--- src/include/core_defs.svh ---
// widths are fixed for rv64i; modules are not meant to be rebuilt with other values
`ifndef CORE_DEFS_SVH
`define CORE_DEFS_SVH

// data and address width
`define XLEN 64

// instruction word width
`define ILEN 32

// register index width and number of architectural registers
`define REG_IDX_W 5
`define NUM_REGS 32

// data memory depth in doublewords, must be a power of two
`define DMEM_DEPTH 256

`endif

--- src/logic/reg_file.sv ---
// asynchronous reads; a write is visible to reads only after the clock edge
`include "core_defs.svh"
`default_nettype none

module reg_file (
  input  wire logic                  clk,
  input  wire logic                  rst_n,
  input  wire logic [`REG_IDX_W-1:0] rs1,
  input  wire logic [`REG_IDX_W-1:0] rs2,
  input  wire logic [`REG_IDX_W-1:0] rd,
  input  wire logic                  wen,
  input  wire logic [`XLEN-1:0]      wdata,
  output logic [`XLEN-1:0]           rs1_data,
  output logic [`XLEN-1:0]           rs2_data
);

  logic [`XLEN-1:0] regs [`NUM_REGS];

  // x0 is never written
  always_ff @(posedge clk) begin
    if (!rst_n) begin
      for (int i = 0; i < `NUM_REGS; i++) begin
        regs[i] <= '0;
      end
    end else if (wen && (rd != '0)) begin
      regs[rd] <= wdata;
    end
  end

  // x0 reads as zero
  assign rs1_data = (rs1 == '0) ? '0 : regs[rs1];
  assign rs2_data = (rs2 == '0) ? '0 : regs[rs2];

endmodule

`default_nettype wire

--- config.mk ---
export PLATFORM = sky130hd
export DESIGN_NAME = reg_file
export DESIGN_NICKNAME = d
export VERILOG_FILES = /design/src/logic/reg_file.sv
export VERILOG_INCLUDE_DIRS = /design/src /design/src/include
export SDC_FILE = /design/constraint.sdc
export NUM_CORES = 2
export LEC_CHECK = 0
export CAP_MARGIN = 25
export CORE_UTILIZATION = 40
export CTS_BUF_LIST = sky130_fd_sc_hd__clkbuf_4
export DETAILED_ROUTE_END_ITERATION = 10
export DONT_BUFFER_PORTS = 1
export GPL_ROUTABILITY_DRIVEN = 0
export PLACE_DENSITY = 0.57
export SYNTH_ARGS = -nofsm -noshare
export SYNTH_HDL_FRONTEND = slang
export SYNTH_SLANG_ARGS = --single-unit
--- constraint.sdc ---
create_clock -name clk -period 7.6 [get_ports clk]
set_input_delay 0.76 -clock clk [delete_from_list [all_inputs] [get_ports clk]]
set_output_delay 0.76 -clock clk [all_outputs]
set_load 0.03 [all_outputs]
Word-level counts from Yosys, hierarchy flattened
Memories as Yosys holds them, arrays and structs flattened. Index checks and enable logic that the tools add are counted.

Register bits after elaboration: 0. Bits in latches: 0. Bits in writable memories: 2048. ROM bits: 0. Input bits: 82. Output and inout port bits: 128. Memories kept: 1.

Memories: regs (depth 32, bits a word 64, read ports 2, clocked after Yosys merged registers in 0, wr ports 32, RTL line reg_file.sv:17) `` logic [`XLEN-1:0] regs [`NUM_REGS]; ``.

Add/sub/neg operators: 0. Multiply operators: 0. Div/mod/pow operators: 0. $lt $le $gt $ge: 0. Eq/ne operators: 0. Shift operators: 0. Mux-type cells: 9. Bitwise operators: 0. Reductions and logical operators: 5.

Operators with widths (count): $mux W64 (3); $reduce_or A64 Y1 (1); $logic_not A5 Y1 (2); $mux W1 (5); $mux W5 (1); $reduce_bool A5 Y1 (1); $logic_and A1 B1 Y1 (1).

Depth between registers and ports, before layout
Depth after elaboration: 7. Mapped depth: 10. Mapped depth without buffers: 5.

Worst setup path before layout
Ideal clock, no wire load.

Path type: input to register. From: input port rd[4]. To: memory regs[10][0] (netlist name) (enable). Library setup time: 574 ps. Arrival: 5911 ps. Setup slack: 1115 ps. Cell stages on the path: 3. Buffers on the path: 1. Cells stage by stage: or3b_2 > clkbuf_1 > o21ai_0.

RTL lines: from (decl) (RTL line reg_file.sv:10) `` input wire logic [`REG_IDX_W-1:0] rd, ``; to (decl) (RTL line reg_file.sv:17).

Final worst setup path
From: input port rs2[0]. To: output port rs2_data[44].

Longest elaborated chain between the ends: 2. Elaborated cells on any way between the ends: 3.

Ends and longest elaborated chain: from (decl) (RTL line reg_file.sv:9) `` input wire logic [`REG_IDX_W-1:0] rs2, ``; $mem_v2 Z32 W64 / $logic_not A5 Y1 (equally long branches); $mux W64 (*) (RTL line reg_file.sv:32) `assign rs2_data = (rs2 == '0) ? '0 : regs[rs2];`; to (decl) (RTL line reg_file.sv:14) `` output logic [`XLEN-1:0] rs2_data ``.

Mark *: on every way between the ends. The rest lies on a longest branch, timed or not.

==> results.py <==
metrics = {
    "status": {
        "status": "finished with violations",
        "violations": "max-slew violations",
    },
    "finish": {
        "final_common_cell": "edfxtp_1",
        "top_regs": "regs (2048)",
        "nets": 7296,
        "final_cell_mix": "edfxtp_1, and2_1, mux4_2",
        "regArea_sq_um": 61500,
        "syn2layout_area_growth_pct": 11.89,
        "multi_input_area_sq_um": 44350,
        "drive_gt1_frac": 0.2932,
        "n_fill_cell": 23340,
        "final_area_sq_um": 121000,
        "top_register": "regs",
        "largest_reg_flops": 2048,
        "fin_cells": 11180,
    },
    "critical_path": {
        "critPathRequiredTime_ns": 6.84,
        "arrival_ns": 6.03,
        "path_class": "in2out",
        "cpMostUsedCell": "buf_16",
        "cp_max_fo": 161,
        "cp-end-kind": "primary output",
        "crit_slowest_cell": "buf_16",
        "cp_cell_sequence": "buf_16 -> buf_16 -> buf_16 -> buf_16 -> mux4_2 -> a32oi_1 -> o2111ai_1",
        "cp_slowest_stage_delay_ns": 0.82,
        "worstSetupStartpointType": "input pin",
    },
    "power": {
        "p_sw_w": 0.007431,
        "power_density_nw_per_um2": 222.3,
        "clock_power_share": 0.368,
        "p_comb_frac": 0.136,
        "peakVddDrop_mv": 0.1103,
        "sequentialPowerShare": 0.496,
        "p_leak_nw": 42.08,
        "p_int_w": 0.01947,
        "swShare": 0.2762,
    },
    "synth": {
        "synth-edff-count": 2048,
        "synthesis.area_sq_um": 108100,
        "synthCells": 7028,
        "synth_ff_type": "edfxtp_1",
        "syn-mean-instance-area_sq_um": 15.39,
        "ys_ff_latch": 2048,
        "async_reset_ff_frac": 0,
        "ys_types": 46,
        "yosysSeqAreaShare": 0.5687,
        "ys_warn_count": 0,
    },
    "sta": {
        "finalHoldViolations": 0,
        "tightest_slew_ns": 1.544,
        "fmax_mhz": 147.2,
        "fin_tns_setup_ns": 0,
        "fin_crit_sh": 0.8938,
        "rsz0062_at_grt": "false",
        "fin_crit_ns": 6.793,
        "drv_slew": 52,
        "max_slew_margin": -0.02952,
        "final-setup-viol-count": 0,
    },
    "global_route": {
        "overflow": 0,
        "antenna_found_initial": 67,
        "grt_max_degree": 643,
        "grt.total_usage": 0.3152,
        "grt_pass1_wl_microns": 588200,
        "grt_pass1_vias": 70490,
    },
    "placed_design": {
        "dp_hpwl_microns": 235300,
        "portBuffers": 0,
        "dp.cells": 10060,
        "placed_cell_area_sq_um": 111900,
    },
    "floorplan": {
        "die_w_microns": 522.0,
        "die_area_sq_um": 272500,
        "start_util": 0.4029,
        "die_h_microns": 522.0,
        "design.core.area_sq_um": 268400,
        "placementRows": 190,
        "io_pins": 210,
    },
    "clock_network": {
        "cts.clk_slew.worst_paths_ns": 0.06,
        "cts_buffers": 559,
        "cts_tree": "done",
        "clock_path_buffers": 4,
        "htreeDepth": 6,
        "postCtsSetupRepairBufs": 0,
        "root_buffer": "clkbuf_4",
        "postCtsHoldBufs": 97,
        "clock-sinks": 2048,
        "post_cts_resized": 0,
    },
    "drt": {
        "first_pass_iters": 6,
        "ant_nets": 0,
        "wirelength_microns": 435400,
        "avgRoutedWirePerCell_microns": 38.95,
        "vias_per_cell": 6.474,
        "drc": 0,
        "detail_route.iter0.violations": 10990,
        "vias": 72370,
    },
    "hold_path": {
        "min_path_type": "in2reg",
    },
    "job": {
        "cap_viol_max_count": 0,
    },
}
## critical path, delay by kind of cell
family | cells | cell delay [ns]
buf+inv | 4 | 2.59
compound gates | 2 | 1.25
mux | 1 | 0.64
## worst paths after layout
| check | from | endpoint | slack, ns | depth (start not counted) |
|---|---|---|---|---|
| max | rs2[0] | rs2_data[44] | 0.81 | 7 |
| min | rd[2] | regs[18][3] | 0.25 | 2 |
## synth_stat cells (all sizes together) (31+ instances only)
master,n,share of area
clkbuf,559,0.019
mux2i,361,0.033
mux2,124,0.013
buf,204,0.012
o21ai,41,0.0019
and3,31,0.0018
edfxtp,2048,0.57
o22ai,100,0.0058
a21o,42,0.0029
and2,1986,0.11
mux4,906,0.19
nor2,57,0.0020
a21oi,48,0.0022
a221oi,59,0.0048
o221ai,53,0.0043
nand2,109,0.0038
a22oi,74,0.0051
## cells by family (layout without fill, tap and decap cells)
logic type	Yosys count	after routing	share of synthesized area
compound gates	569	569	0.03888
mux	1391	1391	0.2350
flops	2048	2048	0.5687
buf+inv	766	1258	0.03106
simple gates	2253	2253	0.1264
other cells	1	108	0.00003467
## metrics by stage
stage | hold WS, ns | utilization | setup WS, ns | power, W
floorplan | 0.9582 | - | 1.115 | 0.01576
global placement | 0.9521 | 0.4162 | 2.412 | 0.01656
detailed placement | 0.9515 | 0.4170 | 2.618 | 0.01661
CTS | 0.1229 | 0.4462 | 2.611 | 0.02658
global route | 0.2401 | 0.4505 | 0.6200 | 0.02763
finish | 0.2475 | 0.4509 | 0.8074 | 0.02691
## power by group through the flow
stage	clock, W	combinational [W]	sequential [W]
global placement	0	0.00303	0.0135
CTS	0.00999	0.00326	0.0133
finish	0.00990	0.00365	0.0134
floorplan	0	0.00222	0.0135
detailed placement	0	0.00304	0.0136
global route	0.0105	0.00369	0.0134
## final cells by class
class | instances | area share
Antenna cell | 44 | 0.0009099
Clock buffer | 805 | 0.04994
Timing Repair Buffer | 325 | 0.03210
Sequential cell | 2048 | 0.5082
Clock inverter | 125 | 0.005459
Inverter | 3 | 0.0001344
Multi-Input combinational cell | 4277 | 0.3665
Tap cell | 3552 | 0.03673
## per-layer routing
layer  GRT usage  up-vias  wire length [microns]
met2      0.4856     5579                 198600
li1            -    27950                      -
met3     0.08502     1079                  54450
met5           0        -                    225
met4      0.1588       32                  22450
met1      0.4102    37740                 159700
Note: power is estimated with default switching activity, not from simulation.
