==> config.mk <==
export PLATFORM = sky130hd
export DESIGN_NAME = alu_exec
export DESIGN_NICKNAME = d
export VERILOG_FILES = /design/src/logic/rv_isa_pkg.sv /design/src/logic/alu_exec.sv
export VERILOG_INCLUDE_DIRS = /design/src /design/src/include
export SDC_FILE = /design/constraint.sdc
export NUM_CORES = 1
export LEC_CHECK = 0
export BUFFER_PORTS_ARGS = -buffer_cell sky130_fd_sc_hd__buf_2
export CAP_MARGIN = 10
export CORE_MARGIN = 1.5
export CORE_UTILIZATION = 40
export DETAILED_ROUTE_END_ITERATION = 6
export GPL_ROUTABILITY_DRIVEN = 0
export PLACE_DENSITY = 0.63
export SLEW_MARGIN = 20
export SYNTH_ARGS = -nofsm -noshare
export SYNTH_HDL_FRONTEND = slang
export SYNTH_SLANG_ARGS = --single-unit
==> constraint.sdc <==
create_clock -name vclk -period 5.5
set_input_delay 0.275 -clock vclk [all_inputs]
set_output_delay 0.275 -clock vclk [all_outputs]
set_load 0.03 [all_outputs]
==> src/include/core_defs.svh <==
// widths are fixed for rv64i; modules are not meant to be rebuilt with other values
`ifndef CORE_DEFS_SVH
`define CORE_DEFS_SVH

// data and address width
`define XLEN 64

// instruction word width
`define ILEN 32

// register index width and number of architectural registers
`define REG_IDX_W 5
`define NUM_REGS 32

// data memory depth in doublewords, must be a power of two
`define DMEM_DEPTH 256

`endif

==> src/logic/rv_isa_pkg.sv <==
// encodings for the supported rv64i subset only; other opcodes are not listed
`default_nettype none

package rv_isa_pkg;

  // major opcode field, inst[6:0]
  typedef enum logic [6:0] {
    // register-immediate arithmetic
    OP_IMM = 7'b0010011,
    // register-register arithmetic
    OP     = 7'b0110011,
    AUIPC  = 7'b0010111,
    JAL    = 7'b1101111,
    JALR   = 7'b1100111,
    LOAD   = 7'b0000011,
    STORE  = 7'b0100011,
    // ebreak lives here
    SYSTEM = 7'b1110011
  } opcode_e;

  // alu function
  typedef enum logic [1:0] {
    // also used for addresses and auipc
    ALU_ADD = 2'd0,
    ALU_SUB = 2'd1,
    // signed less-than, result is 0 or 1
    ALU_SLT = 2'd2
  } alu_op_e;

endpackage

`default_nettype wire

==> src/logic/alu_exec.sv <==
// add, sub and signed slt only; jump targets are not checked for alignment
`include "core_defs.svh"
`default_nettype none

module alu_exec (
  input  wire logic [`XLEN-1:0]       pc,
  input  wire logic [`XLEN-1:0]       rs1_data,
  input  wire logic [`XLEN-1:0]       rs2_data,
  input  wire logic [`XLEN-1:0]       imm,
  input  wire logic                   need_imm,
  input  wire rv_isa_pkg::alu_op_e    alu_op,
  input  wire logic                   is_auipc,
  input  wire logic                   is_jal,
  input  wire logic                   is_jalr,
  output logic [`XLEN-1:0]            alu_result,
  output logic [`XLEN-1:0]            next_pc
);

  logic [`XLEN-1:0] op_a;
  logic [`XLEN-1:0] op_b;
  logic [`XLEN-1:0] jalr_sum;

  // auipc adds to pc, everything else to rs1
  assign op_a = is_auipc ? pc : rs1_data;
  assign op_b = need_imm ? imm : rs2_data;

  // also the effective address for ld and sd
  always_comb begin
    case (alu_op)
      rv_isa_pkg::ALU_SUB: alu_result = op_a - op_b;
      rv_isa_pkg::ALU_SLT: alu_result = {{(`XLEN-1){1'b0}}, $signed(op_a) < $signed(op_b)};
      default:             alu_result = op_a + op_b;
    endcase
  end

  assign jalr_sum = rs1_data + imm;

  // next pc
  always_comb begin
    if (is_jal) begin
      next_pc = pc + imm;
    end else if (is_jalr) begin
      // jalr drops bit 0 of the target
      next_pc = {jalr_sum[`XLEN-1:1], 1'b0};
    end else begin
      next_pc = pc + `XLEN'd4;
    end
  end

endmodule

`default_nettype wire

-- Word level (Yosys, flattened, before mapping)
Index checks and enable logic that the tools add are counted.
- output and inout port bits: 128
- logic and storage cells: 13
- input bits: 262
- register bits: 0
- eq/ne operators: 2
- add/sub/neg operators: 5
- magnitude comparators: 1
- mux-type cells: 5
- operators by type and width (kind ; count):
    64-bit 2-to-1 mux ; 4
    64-bit adder ; 3
    64-bit case mux with 2 select lines ; 1
    64-bit by 3-bit adder with 64-bit output, second input constant ; 1
    64-bit less-than comparator ; 1
    64-bit subtractor ; 1
    2-bit by 1-bit equality test with 1-bit output, second input constant ; 1
    2-bit equality test, second input constant ; 1

-- Longest topological paths before layout
- depth after elaboration: 3
- mapped depth: 16

-- Worst setup path before layout
OpenSTA, ideal clock, no wires.
- kind: input to output
- start point: in need_imm
- end point: out alu_result[62]
- required time: 5.225 ns
- cell stages on the path: 14
- arrival time: 4.413 ns
- path slack: 0.812 ns
- cell sequence: clkbuf_1 > buf_1 > mux2i_1 > ha_1 > clkbuf_1 > nor4_1 > nand2_1 > or4_1 > nand3_1 > o21ai_1 > a21oi_1 > o21ai_0 > a2111oi_0 > a2bb2oi_1
- cells in the longest elaborated chain, start to end: 3
- elaborated cells between the ends (all ways): 4
- RTL lines (element ; RTL line ; source):
    start: declaration ; alu_exec.sv:10 ; input wire logic need_imm,
    64-bit 2-to-1 mux (*) ; alu_exec.sv:25 ; assign op_b = need_imm ? imm : rs2_data;
    64-bit adder or 64-bit subtractor (tied branches) ; alu_exec.sv:32, alu_exec.sv:30 ;
    64-bit case mux with 2 select lines (*) ; alu_exec.sv:29 ; case (alu_op)
    end: declaration ; alu_exec.sv:15 ; output logic [`XLEN-1:0] alu_result,
Every way passes the cells marked *; elsewhere a longest branch is shown, timed or not.

-- Final worst setup path
- start point: in is_auipc
- end point: out alu_result[62]
- cells in the longest elaborated chain, start to end: 3
- elaborated cells between the ends (all ways): 4
- RTL lines (element ; RTL line ; source):
    start: declaration ; alu_exec.sv:12 ; input wire logic is_auipc,
    64-bit 2-to-1 mux (*) ; alu_exec.sv:24 ; assign op_a = is_auipc ? pc : rs1_data;
    64-bit adder or 64-bit subtractor (tied branches) ; alu_exec.sv:32, alu_exec.sv:30 ;
    64-bit case mux with 2 select lines (*) ; alu_exec.sv:29 ;
Marks and branches as above.

==> metrics <==
worst hold margin=1.05 ns; Vias=25000; Post-Synth Adder-Cell Area=0.167; Worst Setup SP=is_auipc; required time worst endpoint=5.22 ns; Hold Path Depth=4; post-synthesis cell type count=79; syn_area_per_cell=6.45 µm²; Slew HR=0.396; Starting Density=0.407; HP Start=pc[0]; startpoint types=primary input; largest family of logic cells by synthesized area=compound AO/OA/AOI/OAI gates; post-CTS setup buffers=0; power per cell area=169 mW/mm²; Die H=224 µm; top-area cell type share of the netlist area=0.163; xor/xnor share of the synthesized area=0.0810; vias per cell=6.35; area leader, netlist=ha_1; DRC viols=0; Clock buffer cells=0; first-pass GRT wire length=130 mm; Simple-Gate Fraction of Synth Area=0.229; RSZ-0062 raised after global routing=false; # IOs=390; number of global-route vias before repair=21800; max cap viols=0; final hold viol count=0; Setup violations, final=0; compound-gate portion of the synthesized area=0.383; fin crit period=5.25 ns; P_leak=9.90 nW; area post-placement=0.0220 mm²; storage element area=0 µm²; status=finished clean; min-delay worst type=in2out; antenna violations before repair=31; worst setup margin=0.251 ns; Total GRT Usage=0.329; Synthesized Nets=3553; Critical Path AT=4.97 ns; Area Overhead vs Synth=12.8%; TNS Setup=0 ns; die span in x=224 µm; CTS resizes=0; # rows=80; largest net degree at the start of global routing=85; share of post-route cells with drive strength above 1=0.165; worst slew pin tran=0.907 ns; Mapped Cells=3032; post-synthesis sequential area ratio=0; Ys Warns=0; hold_buf cts=0; CP max FO=21; final worst path period share=0.954; crit path capture=alu_result[62]; synthesized area=0.0196 mm²; per-cell routed wire length=22.3 µm; IO Port Bufs=390; commonest non-fill, non-tap cell in the layout=a21oi_1; Max VDD drop=0.0907 mV; post-synthesis mux area share=0.0716; Seq cells=0; Final Max Slew Viols=0; Fmax achieved=190 MHz; main area contributors after synthesis=ha_1, a21oi_1, o21ai_0, nor2_1, nand2_1; TritonRoute pass-1 iters=6; Starting DRT DRC Count=3766; setup slack at placement=0.433 ns; crit path capture type=primary output; critical setup path kind=in2out; NumNets Final=3817; Final ANT Viol Nets=0; commonest non-fill, non-tap cells in the layout=a21oi_1, buf_2, nor2_1; total gr overflow=0; dpl hpwl=74.8 mm; total power=3.74 mW; Core Area=0.0480 mm²; die area=0.0503 mm²; routed wire length=87.9 mm; post-route cell area=0.0221 mm²
## Yosys cell counts, types with 57 or more instances
| master | instances |
|---|---|
| xor2_1 | 79 |
| inv_1 | 181 |
| ha_1 | 255 |
| nor3_1 | 64 |
| o21ai_0 | 211 |
| nand4_1 | 85 |
| nor2_1 | 271 |
| xnor2_1 | 102 |
| clkbuf_1 | 156 |
| nand3_1 | 76 |
| a21o_1 | 86 |
| mux2i_1 | 68 |
| o21bai_1 | 57 |
| a21oi_1 | 409 |
| nand2_1 | 249 |
| mux2_2 | 64 |
## critical path, stage by stage
cell       delay, ns
buf_2           0.35
buf_4           0.36
mux2_2          0.40
ha_1            0.31
nor4_1          0.50
nand2_1         0.13
or4_1           0.57
nand3_1         0.25
o21ai_1         0.15
a21oi_1         0.36
o21ai_0         0.24
a2111oi_0       0.57
a2bb2oi_1       0.25
buf_2           0.24
## per-stage QoR
stage,utilization,std cells
finish,0.459,3936
global route,0.459,3936
CTS,0.458,3909
detailed placement,0.458,3909
global placement,0.458,3909
floorplan,-,3032
## where the power goes
group          internal, mW  switching (mW)
clock network   0.000000659               0
registers                 0               0
logic                  1.26            2.48
total                  1.26            2.48
## final cells by class
class / instances / area (µm²)
tap: 615 / 769
timing repair buffer: 436 / 2300
fill: 5215 / 26000
inverter: 181 / 679
antenna: 27 / 67.6
multi-input combinational: 2677 / 18200
## layer usage
| layer | routed length [µm] | part of all wire | track usage |
|---|---|---|---|
| met5 | 43 | 0.00049 | 0 |
| met4 | 2970 | 0.034 | 0.111 |
| met3 | 10700 | 0.12 | 0.0508 |
| met2 | 35000 | 0.40 | 0.462 |
| met1 | 39200 | 0.45 | 0.498 |
## cells by family after synthesis
family / after synthesis
muxes: 132
AOI/OAI and AO/OA: 1164
and+or+nand+nor: 941
xor gates and xnor gates: 181
buffers and inverters: 355
adders and majority gates: 259
## worst min-delay path by stage
stage | to
final | next_pc[0]
after global routing | next_pc[0]
after CTS | next_pc[0]
after detailed placement | next_pc[0]
after global placement | next_pc[62]
after floorplan | next_pc[62]
No activity file was read; power rests on OpenSTA's default activity.
