**src/include/core_defs.svh**
```systemverilog
// widths are fixed for rv64i; modules are not meant to be rebuilt with other values
`ifndef CORE_DEFS_SVH
`define CORE_DEFS_SVH

// data and address width
`define XLEN 64

// instruction word width
`define ILEN 32

// register index width and number of architectural registers
`define REG_IDX_W 5
`define NUM_REGS 32

// data memory depth in doublewords, must be a power of two
`define DMEM_DEPTH 256

`endif

```
**src/logic/core_ctrl_pkg.sv**
```systemverilog
// core-internal control types; halt is left only through reset
`default_nettype none

package core_ctrl_pkg;

  // run state of the single-cycle core
  typedef enum logic {
    RUN  = 1'b0,
    HALT = 1'b1
  } run_state_e;

  // source of the register write-back value
  typedef enum logic [1:0] {
    WB_ALU  = 2'd0,
    WB_LOAD = 2'd1,
    // pc + 4 for jal and jalr
    WB_LINK = 2'd2
  } wb_src_e;

endpackage

`default_nettype wire

```
**src/logic/wb_select.sv**
```systemverilog
// the link value is always pc + 4; no compressed instructions
`include "core_defs.svh"
`default_nettype none

module wb_select (
  input  wire core_ctrl_pkg::wb_src_e wb_src,
  input  wire logic [`XLEN-1:0]       alu_result,
  input  wire logic [`XLEN-1:0]       load_data,
  input  wire logic [`XLEN-1:0]       pc,
  output logic [`XLEN-1:0]            wb_data
);

  logic [`XLEN-1:0] link_addr;

  // return address for jal and jalr
  assign link_addr = pc + `XLEN'd4;

  always_comb begin
    case (wb_src)
      core_ctrl_pkg::WB_LOAD: wb_data = load_data;
      core_ctrl_pkg::WB_LINK: wb_data = link_addr;
      default:                wb_data = alu_result;
    endcase
  end

endmodule

`default_nettype wire

```
**config.mk**
```make
export PLATFORM = sky130hd
export DESIGN_NAME = wb_select
export DESIGN_NICKNAME = d
export VERILOG_FILES = /design/src/logic/core_ctrl_pkg.sv /design/src/logic/wb_select.sv
export VERILOG_INCLUDE_DIRS = /design/src /design/src/include
export SDC_FILE = /design/constraint.sdc
export NUM_CORES = 1
export LEC_CHECK = 0
export BUFFER_PORTS_ARGS = -buffer_cell sky130_fd_sc_hd__buf_4
export CAP_MARGIN = 5
export CORE_AREA = 3 3 99 101
export DETAILED_ROUTE_END_ITERATION = 6
export DIE_AREA = 0 0 102 104
export SYNTH_ARGS = -nofsm -noshare
export SYNTH_HDL_FRONTEND = slang
export SYNTH_SLANG_ARGS = --single-unit
```
**constraint.sdc**
```tcl
create_clock -name vclk -period 2.6
set_input_delay 0.52 -clock vclk [all_inputs]
set_output_delay 0.52 -clock vclk [all_outputs]
set_load 0.01 [all_outputs]
```
Word level (Yosys, flattened, before mapping)
Index checks and enable logic that the tools add are counted.
{"block": "totals", "reg_bits": 0, "input_bits": 194, "output_inout_bits": 64, "word_cells": 4}
{"block": "op_classes", "n_addsub": 1, "n_eq_ne": 2, "n_mux": 1}
{"op": "64-bit one-hot mux with 2 select lines", "n": 1}
{"op": "64-bit by 3-bit adder with 64-bit output, second input constant", "n": 1}
{"op": "2-bit by 1-bit equality test with 1-bit output, second input constant", "n": 1}
{"op": "2-bit equality test, second input constant", "n": 1}

Depth between registers and ports, before layout
Gate-level depths: netlist of run 1.
{"block": "logic_depth", "ltp_word": 2, "depth_mapped": 8, "mapped_depth_nobuf": 7}

Worst setup path before layout of run 1
No wires, ideal clock.
{"block": "synth_timing", "kind": "in2out", "from": "input port pc[2]", "to": "output port wb_data[44]", "t_arrival_ps": 1961, "required_ps": 2080, "path_slack_ps": 119, "cell_stages": 8, "path_buffers": 1, "cell_sequence": "ha_1 > nand3_1 > nor3_4 > and2_1 > buf_2 > nand3_1 > xor2_1 > o21ai_0"}
{"block": "synth_via", "elab_chain_len": 2}
{"element": "start: declaration", "line": "wb_select.sv:9", "source": "input wire logic [`XLEN-1:0] pc,"}
{"element": "64-bit by 3-bit adder with 64-bit output", "line": "wb_select.sv:16", "source": "assign link_addr = pc + `XLEN'd4;"}
{"element": "64-bit one-hot mux with 2 select lines", "line": "wb_select.sv:19", "source": "case (wb_src)"}
{"element": "end: declaration", "line": "wb_select.sv:10", "source": "output logic [`XLEN-1:0] wb_data"}
Every way passes these cells.

Final worst setup path of run 1
{"block": "layout_timing", "from": "input port pc[2]", "to": "output port wb_data[62]"}
Same word-level chain as after synthesis.

==> impl_metrics.csv, run 1 <==
group,metric,value,unit
critical_path,crit_buf_inv,2,
cells_and_area,clkbuf_count,0,
cells_and_area,diodes,0,
place,gp_congestion,0.880,
critical_path,critical-path-max-stage-delay,0.30,ns
detailed_routing,first_pass_iters,5,
place,dpl_cell_area,4900,sq um
detailed_routing,vias,4162,
grt,grt_overflow,0,
critical_path,critical_path.slowest_cell,"nor3_4",
sta,whs,1.33,ns
critical_path,path_class,"in -> out",
power_and_ir_drop,power.density,171,nW/um^2
floorplanning,die_area,10600,sq um
yosys,syn-cell-area,2470,sq um
grt,antenna_found_initial,0,
power_and_ir_drop,vdd_drop_max,0.0798,mV
grt,grt_pass1_wl,20100,um
detailed_routing,initialDrtViolationCount,106,
outcome,status,"finished with violations",
sta,setup_ws,-0.0167,ns
grt,grt_max_degree,51,
sta,period_minus_slack,2.62,ns
yosys,synth.yosys.seq_area_share,0,%
min_path,holdCritStartpoint,"alu_result[11]",
power_and_ir_drop,power.leakage,0.00245,uW
place,hpwl,11300,um
critical_path,cp-end-kind,"primary output",
sta,max_freq,0.382,GHz
detailed_routing,vias_per_cell,5.23,
sta,rsz0062_at_grt,"true",
floorplanning,std_cell_rows,35,
place,io_buffer_count,258,
critical_path,arrival,2.10,ns
floorplanning,ios,258,
outcome,failed_checks,"setup timing",
detailed_routing,postRouteWirelength,13400,um
cts,hold_buffers,0,
floorplanning,die_w,102,um
detailed_routing,wire_per_inst,16.9,um
grt,grt_pass1_vias,4139,
yosys,syn_area_per_cell,6.34,sq um
grt,grtUsageTotal,22.8,%
place,dp.cells,787,
yosys,yosys_warnings,0,
critical_path,cp.required,2.08,ns
critical_path,crit_chain,"buf_8 > ha_4 > nand3_4 > nor3_4 > nand4_4 > nor4_4 > xnor2_1 > o21ai_1 > buf_4",
sta,finalMaxSlewViolations,0,
place,pre_cts_slack,-0.149,ns
min_path,min_path_type,"in -> out",
cells_and_area,nFillCells,871,
cells_and_area,area_growth,114,%
critical_path,cp_top_family,"simple AND/OR/NAND/NOR gates",
yosys,syn-num-nets,586,
sta,worstMarginPinSlew,0.341,ns
critical_path,crit_start,"pc[2]",
cells_and_area,stdcell_area,5280,sq um
cells_and_area,final_cells,796,
cells_and_area,layout.nets,884,
detailed_routing,drcViolationCount,0,
floorplanning,coreArea,9110,sq um
critical_path,path_max_fanout,8,
cells_and_area,nFlopsAndLatches,0,
yosys,synth_cells,389,
floorplanning,start_util,27.1,%
cells_and_area,seqCellArea,0,sq um
sta,fin_crit_sh,101,%
job,cap_violations,0,
sta,setup_viol,3,
detailed_routing,ant_nets,0,
sta,setup_tns,-0.0299,ns
floorplanning,chipHeight,104,um
critical_path,worstSetupStartpointType,"primary input",
yosys,synth.distinct_cells,39,
sta,slew_headroom,77.2,%
cells_and_area,drive_gt1_share,55.3,%
sta,hold_violations,0,
## worst paths after layout
check | to | slack, ns | cells past startpoint
worst max-delay path | wb_data[62] | -0.02 | 9
worst min-delay path | wb_data[11] | 1.33 | 4
## per-stage QoR
stage                     total power (uW)  utilization (%)
after floorplan                        315                -
after global placement                 864             53.8
after detailed placement               873             53.8
after CTS                              888             55.5
after global routing                   977             58.0
final                                  902             58.0
## worst min-delay path, delay by kind of cell
family / cells / cell delay (ns)
compound gates: 1 / 0.06
buf+inv: 2 / 0.19
simple gates: 1 / 0.04
## Yosys cell counts (all sizes together), types with 7 or more instances
master	number	area share (%)
inv	12	1.8
nor4	10	4.8
xnor2	33	12
and2	9	2.3
xor2	24	8.5
clkbuf	23	3.5
and4	7	2.5
nor2	16	2.4
nor3	14	3.3
nand3	22	4.7
nand2	45	6.9
a22oi	56	17
nand4	19	6.5
o21ai	59	12
and3	12	3.0
a21oi	7	1.4
## where the power goes
group          total (uW)  switching [uW]  internal (uW)
registers               0               0              0
logic                 902             398            505
clock network           0               0              0
## placed cells by master, fill, tap and decap left out, drive strengths merged
master   Yosys  layout
a21oi        7       7
a221oi       5       5
a22oi       56      56
a2bb2oi      2       2
and2         9       9
and3        12      12
and4         7       7
buf          3     322
ha           3       3
inv         12      12
nand2       45      45
nand3       22      22
nand4       19      19
nor2        16      16
nor2b        1       1
nor3        14      14
nor4        10      10
o21a         1       1
o21ai       59      59
o221ai       1       1
o31a         1       1
o31ai        1       1
o41a         1       1
or2          1       1
or3          1       1
xnor2       33      33
xor2        24      24
## layout make-up
cell class	count	area [sq um]	area share [%]
well taps	111	139	2.63
repair buffers	322	2510	47.6
multi-input cells	351	2580	48.9
inverters	12	45.0	0.853
## metal layers
layer | track usage, % | share of wire [%]
met5 | 0 | 0
met4 | 2.91 | 1.2
met3 | 2.95 | 7.3
met2 | 43.6 | 53
met1 | 26.9 | 38
## timing repair
action / CTS / global route
buffers inserted: 6 / 3
setup endpoints to repair: 37 / 42
gates resized for setup: 29 / 44
pin swaps: 13 / 32
gates cloned: 0 / 0
## logic make-up (layout without fill, tap and decap cells)
kind of cell | count (synthesis) | in the layout | synth area share, %
buffers and inverters | 38 | 334 | 5.93
adder cells (fa/ha/maj) | 3 | 3 | 1.52
XOR/XNOR | 57 | 57 | 20.2
AO/OA/AOI/OAI | 134 | 134 | 35.0
AND/OR/NAND/NOR | 157 | 157 | 37.3
Note: power is estimated with default switching activity, not from simulation.
==> run 2: changes to the inputs <==
--- a/config.mk
+++ b/config.mk
@@ -8,9 +8,12 @@
 export LEC_CHECK = 0
 export BUFFER_PORTS_ARGS = -buffer_cell sky130_fd_sc_hd__buf_4
 export CAP_MARGIN = 5
-export CORE_AREA = 3 3 99 101
+export CELL_PAD_IN_SITES_DETAIL_PLACEMENT = 0
+export CELL_PAD_IN_SITES_GLOBAL_PLACEMENT = 1
+export CORE_MARGIN = 3
+export CORE_UTILIZATION = 22
 export DETAILED_ROUTE_END_ITERATION = 6
-export DIE_AREA = 0 0 102 104
+export PLACE_DENSITY_LB_ADDON = 0.1
 export SYNTH_ARGS = -nofsm -noshare
 export SYNTH_HDL_FRONTEND = slang
 export SYNTH_SLANG_ARGS = --single-unit
==> constraint.sdc (replaced) <==
create_clock -name vclk -period 2.7
set_input_delay 0.54 -clock vclk [all_inputs]
set_output_delay 0.54 -clock vclk [all_outputs]
set_load 0.01 [all_outputs]
==> run 2 against run 1 <==
Net effect: the flow still finishes with violations (setup timing); hold slack improved by 0.037 ns; core utilization shrank 11 points; via count down 1.8%; critical path type unchanged; largest power group unchanged; highest routed layer unchanged.
==> impl_metrics.csv, run 2 (same netlist as run 1, synthesis figures left out) <==
group,metric,value,unit
outcome,status,"finished with violations",
outcome,failed_checks,"setup timing",
cells_and_area,final_cells,809,
detailed_routing,vias_per_cell,5.05,
floorplanning,coreArea,10900,sq um
sta,finalMaxSlewViolations,0,
sta,setup_viol,1,
sta,slew_headroom,71.4,%
sta,whs,1.37,ns
power_and_ir_drop,clkPwrFrac,0,%
power_and_ir_drop,power.density,164,nW/um^2
place,hpwl,11400,um
place,io_buffer_count,258,
floorplanning,chipHeight,112,um
cells_and_area,layout.nets,868,
sta,setup_tns,-0.0144,ns
sta,fin_crit_sh,101,%
detailed_routing,vias,4089,
sta,period_minus_slack,2.71,ns
cells_and_area,final_common_cell,"buf_4",
floorplanning,die_area,12500,sq um
power_and_ir_drop,vdd_drop_max,0.0815,mV
floorplanning,die_w,112,um
critical_path,worstSetupStartpointType,"primary input",
detailed_routing,wire_per_inst,16.9,um
sta,max_freq,0.368,GHz
grt,grt_pass1_vias,4057,
cells_and_area,drive_gt1_share,53.2,%
job,cap_violations,0,
power_and_ir_drop,swShare,45.3,%
critical_path,path_max_fanout,8,
power_and_ir_drop,p_int,457,uW
critical_path,cp-end-kind,"primary output",
power_and_ir_drop,power_frac_seq,0,%
detailed_routing,ant_nets,0,
grt,grtUsageTotal,19.6,%
cells_and_area,area_growth,106,%
detailed_routing,postRouteWirelength,13700,um
sta,worstMarginPinSlew,0.430,ns
grt,grt_pass1_wl,20500,um
min_path,min_path_type,"in -> out",
detailed_routing,drcViolationCount,0,
cells_and_area,seqCellArea,0,sq um
detailed_routing,first_pass_iters,4,
cells_and_area,final_cell_mix,"buf_4 (300), a22oi_1 (56), nand2_1 (43)",
power_and_ir_drop,combPwrFrac,100.0,%
cells_and_area,diodes,0,
critical_path,path_class,"in -> out",
place,gp_congestion,0.880,
floorplanning,start_util,22.7,%
cells_and_area,nFlopsAndLatches,0,
cells_and_area,clkbuf_count,0,
sta,hold_violations,0,
min_path,worstHoldPathCells,4,
grt,antenna_found_initial,0,
critical_path,cp.required,2.16,ns
floorplanning,ios,258,
detailed_routing,initialDrtViolationCount,138,
grt,grt_overflow,0,
power_and_ir_drop,power.leakage,0.00233,uW
power_and_ir_drop,switching_power,378,uW
place,dp.cells,801,
floorplanning,std_cell_rows,38,
grt,grt_max_degree,45,
critical_path,arrival,2.17,ns
sta,setup_ws,-0.0144,ns
sta,rsz0062_at_grt,"true",
[run 2: layout make-up]
| cell class | instances | area (sq um) |
|---|---|---|
| fillers | 1133 | 5810 |
| multi-input cells | 352 | 2530 |
| repair buffers | 305 | 2330 |
| well taps | 140 | 175 |
| inverters | 12 | 45.0 |
[run 2: metal layers]
layer	vias up	routed length [um]	global-route usage, %
met2	156	7080	37.3
met1	1891	5700	24.5
met3	8	808	2.12
met4	0	91	1.30
met5	-	0	0
li1	2034	-	-
[run 2: worst paths after layout]
check	start	endpoint
min	alu_result[2]	wb_data[2]
max	pc[17]	wb_data[37]
[run 2: worst max-delay path, stage by stage]
cell	delay (ns)
buf_4	0.09
and4_4	0.24
and4_4	0.24
nand4_4	0.23
o31a_1	0.37
o21ai_2	0.22
a2bb2oi_2	0.08
buf_4	0.15
[run 2: metrics by stage]
| stage | util [%] | total power [uW] | area (sq um) | worst slack, ns |
|---|---|---|---|---|
| 6_report | 46.6 | 834 | 5080 | -0.0144 |
| 4_1_cts | 45.3 | 829 | 4930 | -0.0155 |
| 3_3_place_gp | 44.1 | 817 | 4800 | -0.278 |
| 3_5_place_dp | 44.1 | 821 | 4800 | -0.299 |
| 2_1_floorplan | - | 303 | 2470 | 0.179 |
| 5_1_grt | 46.6 | 903 | 5080 | -0.0659 |
[run 2: timing repair]
action | in CTS | in global routing
endpoints found under the setup margin | 32 | 35
cloned | 1 | 0
pin swaps | 5 | 9
gates resized for setup | 16 | 30
buffers inserted | 6 | 2
hold buffers | 0 | 0
endpoints found under the hold margin | 0 | 0
[run 2: power by group through the flow]
stage | combinational (uW) | sequential (uW) | clock [uW]
CTS | 829 | 0 | 0
detailed placement | 821 | 0 | 0
global route | 903 | 0 | 0
floorplan | 303 | 0 | 0
global placement | 817 | 0 | 0
finish | 834 | 0 | 0
==> run 3: changes to the inputs <==
--- a/config.mk
+++ b/config.mk
@@ -6,12 +6,13 @@
 export SDC_FILE = /design/constraint.sdc
 export NUM_CORES = 1
 export LEC_CHECK = 0
+export ABC_AREA = 1
 export BUFFER_PORTS_ARGS = -buffer_cell sky130_fd_sc_hd__buf_4
 export CAP_MARGIN = 5
 export CELL_PAD_IN_SITES_DETAIL_PLACEMENT = 0
 export CELL_PAD_IN_SITES_GLOBAL_PLACEMENT = 1
 export CORE_MARGIN = 3
-export CORE_UTILIZATION = 22
+export CORE_UTILIZATION = 24
 export DETAILED_ROUTE_END_ITERATION = 6
 export PLACE_DENSITY_LB_ADDON = 0.1
 export SYNTH_ARGS = -nofsm -noshare
==> run 3 against run 2 <==
Net effect: worst setup slack better by 0.11 ns; combinational power increased by 14%; largest power group unchanged; die area rose by 22%; largest cell class unchanged; sequential share of layout area unchanged; area after synthesis increased by 34%; global-route usage increased by 2.2 points; critical endpoint is now wb_data[54]; fmax increased by 4.4%; cell area is 10% higher; total power grew 14%; routed wire length up 31%; the run now ends clean; clock-buffer cell count stayed put; critical path depth increased by 3.
==> impl_metrics.csv, run 3 <==
group,metric,value,unit
critical_path,critical_path.slowest_cell,"ha_2",
grt,grt_max_degree,63,
grt,grt_pass1_vias,4918,
yosys,synth.most_common_cell,"nand2_1",
floorplanning,chipHeight,123,um
cells_and_area,seqCellArea,0,sq um
critical_path,path_max_fanout,4,
critical_path,arrival,2.06,ns
critical_path,critical-path-max-stage-delay,0.19,ns
place,dpl_cell_area,5550,sq um
cells_and_area,nFlopsAndLatches,0,
sta,period_minus_slack,2.60,ns
outcome,status,"finished clean",
sta,max_freq,0.385,GHz
place,hpwl,15500,um
floorplanning,die_w,123,um
yosys,syn-num-nets,937,
detailed_routing,initialDrtViolationCount,368,
grt,grt_overflow,0,
detailed_routing,vias,5503,
yosys,yosys_warnings,0,
place,dp.cells,1162,
floorplanning,die_area,15300,sq um
sta,hold_violations,0,
detailed_routing,first_pass_iters,4,
detailed_routing,vias_per_cell,4.72,
place,gp_congestion,0.923,
cts,hold_buffers,0,
power_and_ir_drop,power.density,171,nW/um^2
yosys,synth_area_leader_cell,"nand2_1",
sta,rsz0062_at_grt,"true",
cells_and_area,clkbuf_count,0,
cells_and_area,area_growth,68.8,%
place,io_buffer_count,258,
sta,setup_viol,0,
cells_and_area,diodes,0,
yosys,synth_cells,740,
cells_and_area,final_common_cell,"buf_4",
sta,slew_headroom,74.2,%
floorplanning,ios,258,
critical_path,worstSetupStartpointType,"primary input",
detailed_routing,ant_nets,0,
cells_and_area,final_cells,1165,
critical_path,crit_chain,"buf_4 > ha_2 > nand2_1 > nor2_2 > nand2_2 > nor2_4 > nand2_2 > o21bai_1 > nand3_1 > a21oi_1 > buf_4",
critical_path,cp.required,2.16,ns
sta,worstMarginPinSlew,0.382,ns
cells_and_area,stdcell_area,5590,sq um
grt,grtUsageTotal,21.7,%
yosys,ys_top_cells_by_count,"nand2_1 (193), nor2_1 (167), a21oi_1 (137)",
grt,antenna_found_initial,0,
critical_path,path_class,"in -> out",
sta,finalMaxSlewViolations,0,
yosys,syn_area_per_cell,4.48,sq um
cells_and_area,final_cell_mix,"buf_4 (271), nand2_1 (193), nor2_1 (166)",
power_and_ir_drop,p_total,954,uW
detailed_routing,wire_per_inst,15.4,um
yosys,yosys-top-cells-area,"nand2_1 (22%), a21oi_1 (21%), nor2_1 (19%)",
detailed_routing,postRouteWirelength,18000,um
yosys,synth_top_cell_area_share,21.9,%
yosys,synth.distinct_cells,21,
job,cap_violations,0,
min_path,min_path_type,"in -> out",
grt,grt_pass1_wl,26200,um
yosys,synth.yosys.seq_area_share,0,%
sta,fin_crit_sh,96.3,%
power_and_ir_drop,power.leakage,0.00277,uW
cells_and_area,drive_gt1_share,32.7,%
yosys,syn-cell-area,3310,sq um
power_and_ir_drop,vdd_drop_max,0.104,mV
critical_path,cp-end-kind,"primary output",
detailed_routing,drcViolationCount,0,
cells_and_area,layout.nets,1188,
floorplanning,coreArea,13300,sq um
floorplanning,start_util,24.8,%
floorplanning,std_cell_rows,42,
cells_and_area,finish.utilization,41.9,%
-- run 3: changes by cell type in the layout (fill, tap and decap cells not counted), moves of 13 or more --
| cell | change |
|---|---|
| o21ai_0 | -16 |
| nand4_1 | -13 |
| xor2_1 | -24 |
| nor2_1 | +152 |
| a22oi_1 | -54 |
| nand2_1 | +150 |
| buf_4 | -29 |
| o21ai_1 | -16 |
| xnor2_1 | -33 |
| inv_1 | +51 |
| nand3_1 | +47 |
| a21oi_1 | +129 |
| o21bai_1 | +15 |
-- run 3: what timing repair did --
item                                    in CTS  in global routing
hold endpoints to repair                     0                  0
endpoints found under the setup margin       0                 15
resized for setup                            0                  7
buffers inserted                             0                  3
-- run 3: final timing paths --
kind	startpoint	endpoint	slack, ns	depth (start not counted)
worst max-delay path	pc[2]	wb_data[54]	0.1	11
worst min-delay path	alu_result[2]	wb_data[2]	1.36	4
-- run 3: metrics by stage --
| step | setup WS, ns | setup TNS (ns) | hold WS [ns] |
|---|---|---|---|
| final | 0.0997 | 0 | 1.36 |
| after detailed placement | 0.0544 | 0 | 1.36 |
| after floorplan | 0.409 | 0 | 1.20 |
| after global placement | 0.0754 | 0 | 1.36 |
| after CTS | 0.0453 | 0 | 1.36 |
| after global routing | -0.0442 | -0.169 | 1.38 |
-- run 3: cell families after synthesis --
| family | synth area share [%] |
|---|---|
| compound gates | 28.2 |
| buf+inv | 10.9 |
| fa+ha+maj | 1.13 |
| simple gates | 59.8 |
-- run 3: where the power goes --
group	switching, uW	total, uW	internal (uW)	leakage [uW]
registers	0	0	0	0
logic	469	954	485	0.00277
clock network	0	0	0	0
total	469	954	485	0.00277
-- run 3: layer usage --
| layer | vias up | track usage [%] | routed length [um] |
|---|---|---|---|
| li1 | 2903 | - | - |
| met1 | 2426 | 28.9 | 7730 |
| met2 | 168 | 40.2 | 9170 |
| met3 | 6 | 1.19 | 975 |
| met4 | 0 | 1.45 | 107 |
| met5 | - | 0 | 0 |
-- run 3: cell type report --
type                            instances  area [sq um]
Tap cell                              176           220
Multi-Input combinational cell        644          2980
Timing Repair Buffer                  276          2130
Inverter                               69           259
Fill cell                            1605          7750
-- run 3: critical path, delay by kind of cell --
| kind | cells | cell delay, ns |
|---|---|---|
| AND/OR/NAND/NOR | 6 | 0.78 |
| adder cells (fa/ha/maj) | 1 | 0.19 |
| AO/OA/AOI/OAI | 2 | 0.31 |
| buffers and inverters | 2 | 0.23 |
